--- config.mk ---
export PLATFORM = sky130hd
export DESIGN_NAME = mesh_pod_array
export DESIGN_NICKNAME = d
export VERILOG_FILES = /design/src/design/mesh_pkg.sv /design/src/design/link_fifo.sv /design/src/design/mesh_tile.sv /design/src/design/mesh_pod.sv /design/src/design/pod_reset_ctrl.sv /design/src/design/mesh_pod_array.sv
export VERILOG_INCLUDE_DIRS = /design/src /design/src/design
export SDC_FILE = /design/constraint.sdc
export NUM_CORES = 2
export LEC_CHECK = 0
export ABC_AREA = 1
export BUFFER_PORTS_ARGS = -buffer_cell sky130_fd_sc_hd__buf_2
export CAP_MARGIN = 10
export CELL_PAD_IN_SITES_DETAIL_PLACEMENT = 0
export CELL_PAD_IN_SITES_GLOBAL_PLACEMENT = 1
export CORE_MARGIN = 1
export CORE_UTILIZATION = 25
export DETAILED_ROUTE_END_ITERATION = 12
export PLACE_DENSITY_LB_ADDON = 0.08
export SYNTH_ARGS = -nofsm -noshare
export SYNTH_HDL_FRONTEND = slang
export SYNTH_SLANG_ARGS = --single-unit
--- constraint.sdc ---
create_clock -name clk_i -period 2.9 [get_ports clk_i]
set_input_delay 0 -clock clk_i [delete_from_list [all_inputs] [get_ports clk_i]]
set_output_delay 0 -clock clk_i [all_outputs]
set_load 0.02 [all_outputs]
--- src/design/mesh_cfg.svh ---
// mesh pod array configuration constants for array size, link widths and reset delay
`ifndef MESH_CFG_SVH
`define MESH_CFG_SVH

// pods stacked vertically and pods across
`define MESH_NUM_PODS_Y 2
`define MESH_NUM_PODS_X 2

// tile grid inside one pod
`define MESH_TILES_Y 2
`define MESH_TILES_X 2

// scratch memory word address and data width
`define MESH_ADDR_W 2
`define MESH_DATA_W 16

// global row and request tag widths
`define MESH_ROW_W 3
`define MESH_TAG_W 4

// stages between the POD_RESET register and the pod
`define MESH_RESET_DEPTH 3

`endif

--- src/design/mesh_pkg.sv ---
// mesh link payload types: opcode, southbound request and northbound response
`include "mesh_cfg.svh"

package mesh_pkg;

  typedef enum logic {
    OP_READ  = 1'b0,
    OP_WRITE = 1'b1
  } op_e;

  // travels south until its destination row is reached
  typedef struct packed {
    op_e                    op;
    logic [`MESH_ROW_W-1:0]  row;
    logic [`MESH_ADDR_W-1:0] addr;
    logic [`MESH_TAG_W-1:0]  tag;
    logic [`MESH_DATA_W-1:0] data;
  } req_s;

  // travels north to the edge of the column
  typedef struct packed {
    logic [`MESH_TAG_W-1:0]  tag;
    logic [`MESH_ROW_W-1:0]  src_row;
    logic [`MESH_DATA_W-1:0] data;
  } resp_s;

endpackage

--- src/design/link_fifo.sv ---
// two-entry valid/ready link buffer with registered handshake on both sides
module link_fifo #(
  parameter type payload_t = logic
) (
  input  logic     clk_i,
  input  logic     rst_i,
  input  logic     in_valid_i,
  input  payload_t in_data_i,
  output logic     in_ready_o,
  output logic     out_valid_o,
  output payload_t out_data_o,
  input  logic     out_ready_i
);

  payload_t   slot_q [2];
  logic       wr_ptr_q;
  logic       rd_ptr_q;
  logic [1:0] count_q;
  logic [1:0] count_n;
  logic       in_ready_q;
  logic       out_valid_q;
  logic       push;
  logic       pop;

  assign in_ready_o  = in_ready_q;
  assign out_valid_o = out_valid_q;
  assign out_data_o  = slot_q[rd_ptr_q];

  assign push = in_valid_i & in_ready_q;
  assign pop  = out_valid_q & out_ready_i;

  always_comb begin
    count_n = count_q;
    if (push && !pop) begin
      count_n = count_q + 2'd1;
    end else if (pop && !push) begin
      count_n = count_q - 2'd1;
    end
  end

  // flags come from the next count so both sides see a flop output
  always_ff @(posedge clk_i) begin
    if (rst_i) begin
      wr_ptr_q    <= 1'b0;
      rd_ptr_q    <= 1'b0;
      count_q     <= 2'd0;
      in_ready_q  <= 1'b0;
      out_valid_q <= 1'b0;
    end else begin
      if (push) begin
        wr_ptr_q <= ~wr_ptr_q;
      end
      if (pop) begin
        rd_ptr_q <= ~rd_ptr_q;
      end
      count_q     <= count_n;
      in_ready_q  <= (count_n != 2'd2);
      out_valid_q <= (count_n != 2'd0);
    end
  end

  always_ff @(posedge clk_i) begin
    if (push) begin
      slot_q[wr_ptr_q] <= in_data_i;
    end
  end

endmodule

--- src/design/mesh_tile.sv ---
// mesh tile: decodes the destination row, executes on its scratch memory, merges responses
`include "mesh_cfg.svh"

module mesh_tile (
  input  logic                   clk_i,
  input  logic                   rst_i,
  input  logic [`MESH_ROW_W-1:0] my_row_i,
  // request from north
  input  logic                   req_valid_i,
  input  mesh_pkg::req_s         req_data_i,
  output logic                   req_ready_o,
  // request to south
  output logic                   sreq_valid_o,
  output mesh_pkg::req_s         sreq_data_o,
  input  logic                   sreq_ready_i,
  // response from south
  input  logic                   sresp_valid_i,
  input  mesh_pkg::resp_s        sresp_data_i,
  output logic                   sresp_ready_o,
  // response to north
  output logic                   resp_valid_o,
  output mesh_pkg::resp_s        resp_data_o,
  input  logic                   resp_ready_i
);

  localparam int NUM_WORDS = 2 ** `MESH_ADDR_W;

  logic [`MESH_DATA_W-1:0] mem_q [NUM_WORDS];

  logic            rq_valid;
  mesh_pkg::req_s  rq_data;
  logic            rq_ready;

  logic            dec_match;
  logic            dec_write;
  logic            dec_read;

  logic            own_in_valid;
  mesh_pkg::resp_s own_in_data;
  logic            own_in_ready;
  logic            own_valid;
  mesh_pkg::resp_s own_data;
  logic            own_ready;

  logic            nb_in_valid;
  mesh_pkg::resp_s nb_in_data;
  logic            nb_in_ready;

  // one buffered hop on the request path
  link_fifo #(
    .payload_t(mesh_pkg::req_s)
  ) req_fifo (
    .clk_i      (clk_i),
    .rst_i      (rst_i),
    .in_valid_i (req_valid_i),
    .in_data_i  (req_data_i),
    .in_ready_o (req_ready_o),
    .out_valid_o(rq_valid),
    .out_data_o (rq_data),
    .out_ready_i(rq_ready)
  );

  // decode
  assign dec_match = (rq_data.row == my_row_i);
  assign dec_write = rq_valid & dec_match & (rq_data.op == mesh_pkg::OP_WRITE);
  assign dec_read  = rq_valid & dec_match & (rq_data.op == mesh_pkg::OP_READ);

  // other rows go on south, writes retire at once, reads need room for a response
  assign sreq_valid_o = rq_valid & ~dec_match;
  assign sreq_data_o  = rq_data;
  assign rq_ready     = dec_match ? (rq_data.op == mesh_pkg::OP_WRITE) | own_in_ready
                                  : sreq_ready_i;

  // execute
  always_ff @(posedge clk_i) begin
    if (rst_i) begin
      for (int i = 0; i < NUM_WORDS; i++) begin
        mem_q[i] <= '0;
      end
    end else if (dec_write) begin
      mem_q[rq_data.addr] <= rq_data.data;
    end
  end

  assign own_in_valid        = dec_read;
  assign own_in_data.tag     = rq_data.tag;
  assign own_in_data.src_row = my_row_i;
  assign own_in_data.data    = mem_q[rq_data.addr];

  link_fifo #(
    .payload_t(mesh_pkg::resp_s)
  ) own_fifo (
    .clk_i      (clk_i),
    .rst_i      (rst_i),
    .in_valid_i (own_in_valid),
    .in_data_i  (own_in_data),
    .in_ready_o (own_in_ready),
    .out_valid_o(own_valid),
    .out_data_o (own_data),
    .out_ready_i(own_ready)
  );

  // result: traffic from below wins, the own response holds in its buffer
  assign nb_in_valid   = sresp_valid_i | own_valid;
  assign nb_in_data    = sresp_valid_i ? sresp_data_i : own_data;
  assign sresp_ready_o = nb_in_ready;
  assign own_ready     = nb_in_ready & ~sresp_valid_i;

  link_fifo #(
    .payload_t(mesh_pkg::resp_s)
  ) nb_fifo (
    .clk_i      (clk_i),
    .rst_i      (rst_i),
    .in_valid_i (nb_in_valid),
    .in_data_i  (nb_in_data),
    .in_ready_o (nb_in_ready),
    .out_valid_o(resp_valid_o),
    .out_data_o (resp_data_o),
    .out_ready_i(resp_ready_i)
  );

endmodule

--- src/design/mesh_pod.sv ---
// mesh pod: grid of tiles chained south for requests and north for responses
`include "mesh_cfg.svh"

module mesh_pod (
  input  logic                                    clk_i,
  input  logic                                    rst_i,
  input  logic [`MESH_ROW_W-1:0]                  base_row_i,
  // north edge
  input  logic [`MESH_TILES_X-1:0]                req_valid_i,
  input  mesh_pkg::req_s [`MESH_TILES_X-1:0]      req_data_i,
  output logic [`MESH_TILES_X-1:0]                req_ready_o,
  output logic [`MESH_TILES_X-1:0]                resp_valid_o,
  output mesh_pkg::resp_s [`MESH_TILES_X-1:0]     resp_data_o,
  input  logic [`MESH_TILES_X-1:0]                resp_ready_i,
  // south edge
  output logic [`MESH_TILES_X-1:0]                sreq_valid_o,
  output mesh_pkg::req_s [`MESH_TILES_X-1:0]      sreq_data_o,
  input  logic [`MESH_TILES_X-1:0]                sreq_ready_i,
  input  logic [`MESH_TILES_X-1:0]                sresp_valid_i,
  input  mesh_pkg::resp_s [`MESH_TILES_X-1:0]     sresp_data_i,
  output logic [`MESH_TILES_X-1:0]                sresp_ready_o
);

  // index r is the link on the north side of tile row r
  logic            [`MESH_TILES_Y:0][`MESH_TILES_X-1:0] rq_v;
  mesh_pkg::req_s  [`MESH_TILES_Y:0][`MESH_TILES_X-1:0] rq_d;
  logic            [`MESH_TILES_Y:0][`MESH_TILES_X-1:0] rq_r;
  logic            [`MESH_TILES_Y:0][`MESH_TILES_X-1:0] rs_v;
  mesh_pkg::resp_s [`MESH_TILES_Y:0][`MESH_TILES_X-1:0] rs_d;
  logic            [`MESH_TILES_Y:0][`MESH_TILES_X-1:0] rs_r;

  assign rq_v[0]       = req_valid_i;
  assign rq_d[0]       = req_data_i;
  assign req_ready_o   = rq_r[0];
  assign resp_valid_o  = rs_v[0];
  assign resp_data_o   = rs_d[0];
  assign rs_r[0]       = resp_ready_i;

  assign sreq_valid_o           = rq_v[`MESH_TILES_Y];
  assign sreq_data_o            = rq_d[`MESH_TILES_Y];
  assign rq_r[`MESH_TILES_Y]    = sreq_ready_i;
  assign rs_v[`MESH_TILES_Y]    = sresp_valid_i;
  assign rs_d[`MESH_TILES_Y]    = sresp_data_i;
  assign sresp_ready_o          = rs_r[`MESH_TILES_Y];

  for (genvar r = 0; r < `MESH_TILES_Y; r++) begin : g_row
    logic [`MESH_ROW_W-1:0] row_id;

    assign row_id = base_row_i + (`MESH_ROW_W)'(r);

    for (genvar c = 0; c < `MESH_TILES_X; c++) begin : g_col
      mesh_tile tile (
        .clk_i        (clk_i),
        .rst_i        (rst_i),
        .my_row_i     (row_id),
        .req_valid_i  (rq_v[r][c]),
        .req_data_i   (rq_d[r][c]),
        .req_ready_o  (rq_r[r][c]),
        .sreq_valid_o (rq_v[r+1][c]),
        .sreq_data_o  (rq_d[r+1][c]),
        .sreq_ready_i (rq_r[r+1][c]),
        .sresp_valid_i(rs_v[r+1][c]),
        .sresp_data_i (rs_d[r+1][c]),
        .sresp_ready_o(rs_r[r+1][c]),
        .resp_valid_o (rs_v[r][c]),
        .resp_data_o  (rs_d[r][c]),
        .resp_ready_i (rs_r[r][c])
      );
    end
  end

endmodule

--- src/design/pod_reset_ctrl.sv ---
// pod reset controller: APB POD_RESET register feeding a per-pod reset delay chain
`include "mesh_cfg.svh"

module pod_reset_ctrl (
  input  logic        clk_i,
  input  logic        rst_i,
  // APB slave
  input  logic [7:0]  paddr_i,
  input  logic        psel_i,
  input  logic        penable_i,
  input  logic        pwrite_i,
  input  logic [31:0] pwdata_i,
  output logic [31:0] prdata_o,
  output logic        pready_o,
  output logic        pslverr_o,
  // one reset per pod, row-major
  output logic [`MESH_NUM_PODS_Y*`MESH_NUM_PODS_X-1:0] pod_rst_o
);

  localparam int NUM_PODS = `MESH_NUM_PODS_Y * `MESH_NUM_PODS_X;
  localparam logic [7:0] POD_RESET_OFS = 8'h00;

  logic [NUM_PODS-1:0]                         pod_reset_q;
  logic [`MESH_RESET_DEPTH-1:0][NUM_PODS-1:0]  stage_q;
  logic                                        access;
  logic                                        hit;

  assign access = psel_i & penable_i;
  assign hit    = (paddr_i == POD_RESET_OFS);

  // no wait states
  assign pready_o  = 1'b1;
  assign pslverr_o = access & ~hit;
  assign prdata_o  = hit ? 32'(pod_reset_q) : 32'h0;

  always_ff @(posedge clk_i) begin
    if (rst_i) begin
      pod_reset_q <= '1;
    end else if (access && pwrite_i && hit) begin
      pod_reset_q <= pwdata_i[NUM_PODS-1:0];
    end
  end

  // a new value reaches the pods MESH_RESET_DEPTH cycles after the write
  always_ff @(posedge clk_i) begin
    if (rst_i) begin
      stage_q <= '1;
    end else begin
      stage_q[0] <= pod_reset_q;
      for (int i = 1; i < `MESH_RESET_DEPTH; i++) begin
        stage_q[i] <= stage_q[i-1];
      end
    end
  end

  assign pod_rst_o = stage_q[`MESH_RESET_DEPTH-1];

endmodule

--- src/design/mesh_pod_array.sv ---
// mesh pod array top: per-pod resets, global row assignment and vertical pod stitching
`include "mesh_cfg.svh"

module mesh_pod_array (
  input  logic        clk_i,
  input  logic        rst_i,
  // APB slave for POD_RESET
  input  logic [7:0]  paddr_i,
  input  logic        psel_i,
  input  logic        penable_i,
  input  logic        pwrite_i,
  input  logic [31:0] pwdata_i,
  output logic [31:0] prdata_o,
  output logic        pready_o,
  output logic        pslverr_o,
  // north edge, one lane per global column
  input  logic [`MESH_NUM_PODS_X*`MESH_TILES_X-1:0]            req_valid_i,
  input  mesh_pkg::req_s [`MESH_NUM_PODS_X*`MESH_TILES_X-1:0]  req_data_i,
  output logic [`MESH_NUM_PODS_X*`MESH_TILES_X-1:0]            req_ready_o,
  output logic [`MESH_NUM_PODS_X*`MESH_TILES_X-1:0]            resp_valid_o,
  output mesh_pkg::resp_s [`MESH_NUM_PODS_X*`MESH_TILES_X-1:0] resp_data_o,
  input  logic [`MESH_NUM_PODS_X*`MESH_TILES_X-1:0]            resp_ready_i,
  // south edge, requests past the last row
  output logic [`MESH_NUM_PODS_X*`MESH_TILES_X-1:0]            sreq_valid_o,
  output mesh_pkg::req_s [`MESH_NUM_PODS_X*`MESH_TILES_X-1:0]  sreq_data_o,
  input  logic [`MESH_NUM_PODS_X*`MESH_TILES_X-1:0]            sreq_ready_i
);

  localparam int NUM_COLS = `MESH_NUM_PODS_X * `MESH_TILES_X;
  localparam int PODS_Y   = `MESH_NUM_PODS_Y;
  localparam int TX       = `MESH_TILES_X;

  logic [`MESH_NUM_PODS_Y*`MESH_NUM_PODS_X-1:0] pod_rst;

  // index y is the boundary on the north side of pod row y
  logic            [PODS_Y:0][NUM_COLS-1:0] rq_v;
  mesh_pkg::req_s  [PODS_Y:0][NUM_COLS-1:0] rq_d;
  logic            [PODS_Y:0][NUM_COLS-1:0] rq_r;
  logic            [PODS_Y:0][NUM_COLS-1:0] rs_v;
  mesh_pkg::resp_s [PODS_Y:0][NUM_COLS-1:0] rs_d;
  logic            [PODS_Y:0][NUM_COLS-1:0] rs_r;

  pod_reset_ctrl rst_ctrl (
    .clk_i    (clk_i),
    .rst_i    (rst_i),
    .paddr_i  (paddr_i),
    .psel_i   (psel_i),
    .penable_i(penable_i),
    .pwrite_i (pwrite_i),
    .pwdata_i (pwdata_i),
    .prdata_o (prdata_o),
    .pready_o (pready_o),
    .pslverr_o(pslverr_o),
    .pod_rst_o(pod_rst)
  );

  assign rq_v[0]      = req_valid_i;
  assign rq_d[0]      = req_data_i;
  assign req_ready_o  = rq_r[0];
  assign resp_valid_o = rs_v[0];
  assign resp_data_o  = rs_d[0];
  assign rs_r[0]      = resp_ready_i;

  assign sreq_valid_o = rq_v[PODS_Y];
  assign sreq_data_o  = rq_d[PODS_Y];
  assign rq_r[PODS_Y] = sreq_ready_i;

  // nothing drives responses up from below the bottom pods
  assign rs_v[PODS_Y] = '0;
  assign rs_d[PODS_Y] = '0;

  for (genvar y = 0; y < PODS_Y; y++) begin : g_py
    for (genvar x = 0; x < `MESH_NUM_PODS_X; x++) begin : g_px
      mesh_pod pod (
        .clk_i        (clk_i),
        .rst_i        (pod_rst[y*`MESH_NUM_PODS_X + x]),
        .base_row_i   ((`MESH_ROW_W)'(y * `MESH_TILES_Y)),
        .req_valid_i  (rq_v[y][x*TX +: TX]),
        .req_data_i   (rq_d[y][x*TX +: TX]),
        .req_ready_o  (rq_r[y][x*TX +: TX]),
        .resp_valid_o (rs_v[y][x*TX +: TX]),
        .resp_data_o  (rs_d[y][x*TX +: TX]),
        .resp_ready_i (rs_r[y][x*TX +: TX]),
        .sreq_valid_o (rq_v[y+1][x*TX +: TX]),
        .sreq_data_o  (rq_d[y+1][x*TX +: TX]),
        .sreq_ready_i (rq_r[y+1][x*TX +: TX]),
        .sresp_valid_i(rs_v[y+1][x*TX +: TX]),
        .sresp_data_i (rs_d[y+1][x*TX +: TX]),
        .sresp_ready_o(rs_r[y+1][x*TX +: TX])
      );
    end
  end

endmodule

==> flow_summary.ini <==
[worst_hold_path]
hold_class = primary input to flop
hold_start = sreq_ready_i[2]
min_path_cells = 5

[timing]
slew_viol_final = 0
worst_pin_slew_ps = 1230
clock.fmax_mhz = 369
period_needed_ps = 2710
holdWs_ps = 155
fin_worst_skew_ps = 86.1
final.setup.tns_ps = 0
min_period_over_period = 0.935
relSlewSlack = 0.172
hold_violations = 0
rsz0062_at_grt = yes
finalSetupViolations = 0

[final_layout]
layout.nets = 12100
stdcell_count = 19600
drive_gt1_frac = 0.181
syn_to_final_growth_pct = 20.9

[worst_setup_path]
critical_path.slowest_cell = dfxtp_1
worst_setup_path_start_kind = flop
worstPathArrival_ps = 2710
path_cells = inv_4 > or2_2 > o21ai_1 > inv_2 > buf_2
cp.required_ps = 2900
crit_fanout = 25
r2r_slack_ps = 330
cp-end-kind = output port
criticalPathCategory = flop to output port
slowest_delay_ps = 490
reg2reg_depth = 7

[routing]
top_layer = met5
dr.pass1.iters = 5
drt_first_iter_violations = 5749
wl_mm = 416
wl_met1_mm = 202
antenna_left = 0
wl_per_cell_um = 21.2
route.vias.total = 84700
wl_met2_mm = 185
wl_met3_mm = 17.7
route.detailed.drc = 0
vias_per_cell = 4.32

[clocking]
htree_levels = 5
clk_latency_ps = 1010
cts_tree = done
cts_sinks = 3528
cts_buffers = 425
cts_root_buffer = clkbuf_16
clk_pin_slew_ps = 60
post_cts_buffers = 0
clockBufferDepth = 4

[logic_synthesis]
yosysTopAreaCell = edfxtp_1
synth_ff_type = edfxtp_1
synth_edf_count = 3176
synth_warnings = 0
syn_area_um2 = 138000
synth-seq-cells = 3528
synth_top_area_frac = 0.691
synth.most_common_cell = edfxtp_1
syn-mean-instance-area_um2 = 12.6
synthTopCellsByArea = edfxtp_1, nor2_1, dfxtp_1, o21ai_0, nand2_1
async_reset_ff_frac = 0
synth_commonest_cells = edfxtp_1, nor2_1, o21ai_0, nand2_1, inv_1
yosysSeqAreaShare = 0.742
synth_cell_types = 46
synthCells = 11000

[die]
start_util = 0.251
dieWidth_um = 745
ios = 403
core_area_um2 = 549000
num_rows = 272
die_area_um2 = 555000
die_h_um = 745

[pwr]
power_frac_comb = 0.004
ir_drop_v = 0.000489
p_int_mw = 86.1
power.density_nw_per_um2 = 647
p_switching_mw = 21.9
p_seq_frac = 0.505
power.leakage_nw = 62.0
p_sw_frac = 0.203
clkPwrFrac = 0.491

[global_routing]
grt_antenna_before_repair = 32
grt_max_degree = 36
track_usage = 0.146
overflow = 0
grt_pass1_vias = 84700
grt_pass1_wl_mm = 598

[run_status]
status = completed

[flow_run]
cap_violations = 0

[placed_design]
placed_cells = 18500
hpwl_mm = 285
gp_congestion = 0.760
port_buffers = 341
## cell usage in the layout, fill, tap and decap left out, drive strengths merged
cell / Yosys / layout
a21oi: 73 / 73
a221oi: 3 / 3
buf: 186 / 835
bufinv: 0 / 32
clkbuf: 374 / 581
clkinv: 2 / 165
clkinvlp: 0 / 10
conb: 2 / 33
dfxtp: 352 / 352
diode: 0 / 23
dlygate4sd3: 0 / 246
edfxtp: 3176 / 3176
inv: 740 / 749
mux2: 168 / 168
mux2i: 1 / 1
nand2: 948 / 948
nand3: 237 / 237
nand3b: 25 / 25
nand4: 53 / 53
nor2: 2147 / 2147
nor3: 195 / 195
o211ai: 4 / 4
o21a: 10 / 10
o21ai: 1385 / 1385
o22ai: 496 / 496
o31ai: 2 / 2
or2: 330 / 330
xnor2: 12 / 12
xor2: 59 / 59
## worst max-delay path: cells and delay by family (launching register included)
family	cells	cell delay, ps
buffers and inverters	3	630
AND/OR/NAND/NOR	1	300
flip-flops	1	490
AO/OA/AOI/OAI	1	300
## sequential cells by signal (all words and copies together) (netlist names), 32 cells and up, named ones only
name	cells
g_py.g_px.pod.g_row.g_col.tile.req_fifo.count_q	32
g_py.g_px.pod.g_row.g_col.tile.nb_fifo.count_q	32
g_py.g_px.pod.g_row.g_col.tile.own_fifo.count_q	32
g_py.g_px.pod.g_row.g_col.tile.mem_q	1024
g_py.g_px.pod.g_row.g_col.tile.own_fifo.slot_q	640
g_py.g_px.pod.g_row.g_col.tile.req_fifo.slot_q	832
g_py.g_px.pod.g_row.g_col.tile.nb_fifo.slot_q	680
## how the worst max path moves through the flow
| stage | slack (ps) | startpoint | endpoint |
|---|---|---|---|
| floorplan | 130 | flop | flop |
| global placement | 190 | flop | flop |
| detailed placement | 230 | flop | flop |
| CTS | 3 | flop | sreq_data_o[8] |
| global route | -50 | flop | sreq_data_o[20] |
| finish | 190 | flop | sreq_data_o[9] |
## layer usage
metal / global-route usage / vias up
li1: - / 40700
met1: 0.211 / 41700
met2: 0.227 / 1665
met3: 0.0213 / 608
met4: 0.0394 / 6
met5: 0 / -
## cell type report
type,instances,area [um2]
Clock inverter,214,2160
Tap cell,7261,9080
Multi-Input combinational cell,6181,30500
Fill cell,55600,382000
Inverter,742,2830
Antenna cell,23,57.6
Clock buffer,580,11800
Timing Repair Buffer,1082,8080
Sequential cell,3528,102000
## metrics by stage
step	utilization	instance area, um2	setup slack (ps)	total power, mW
6_report	0.304	167000	188	108
2_1_floorplan	-	138000	126	55.8
3_5_place_dp	0.274	150000	226	55.8
4_1_cts	0.304	167000	3.26	110
3_3_place_gp	0.274	150000	189	55.8
5_1_grt	0.304	167000	-48.4	112
## kinds of logic (layout without fill, tap and decap cells)
group / Yosys count / count (layout) / share of synthesized area
other cells: 2 / 56 / 0.0000544
xor+xnor: 71 / 71 / 0.00450
mux: 169 / 169 / 0.0139
flops: 3528 / 3528 / 0.742
compound gates: 1973 / 1973 / 0.0768
simple gates: 3935 / 3935 / 0.123
buf+inv: 1302 / 2618 / 0.0398
## power groups by stage
stage / logic [mW] / registers (mW) / clock network (mW)
after CTS: 0.422 / 54.6 / 55.0
after global placement: 0.162 / 55.7 / 0
after global routing: 0.455 / 54.6 / 56.8
after detailed placement: 0.169 / 55.7 / 0
final: 0.417 / 54.6 / 53.1
after floorplan: 0.0770 / 55.7 / 0
## timing repair
item,CTS,global route
resized for setup,60,6
gates cloned,0,0
endpoints found under the setup margin,45,63
hold buffers,246,0
pin swaps,0,0
endpoints found under the hold margin,500,0
No activity file was read; power rests on OpenSTA's default activity.
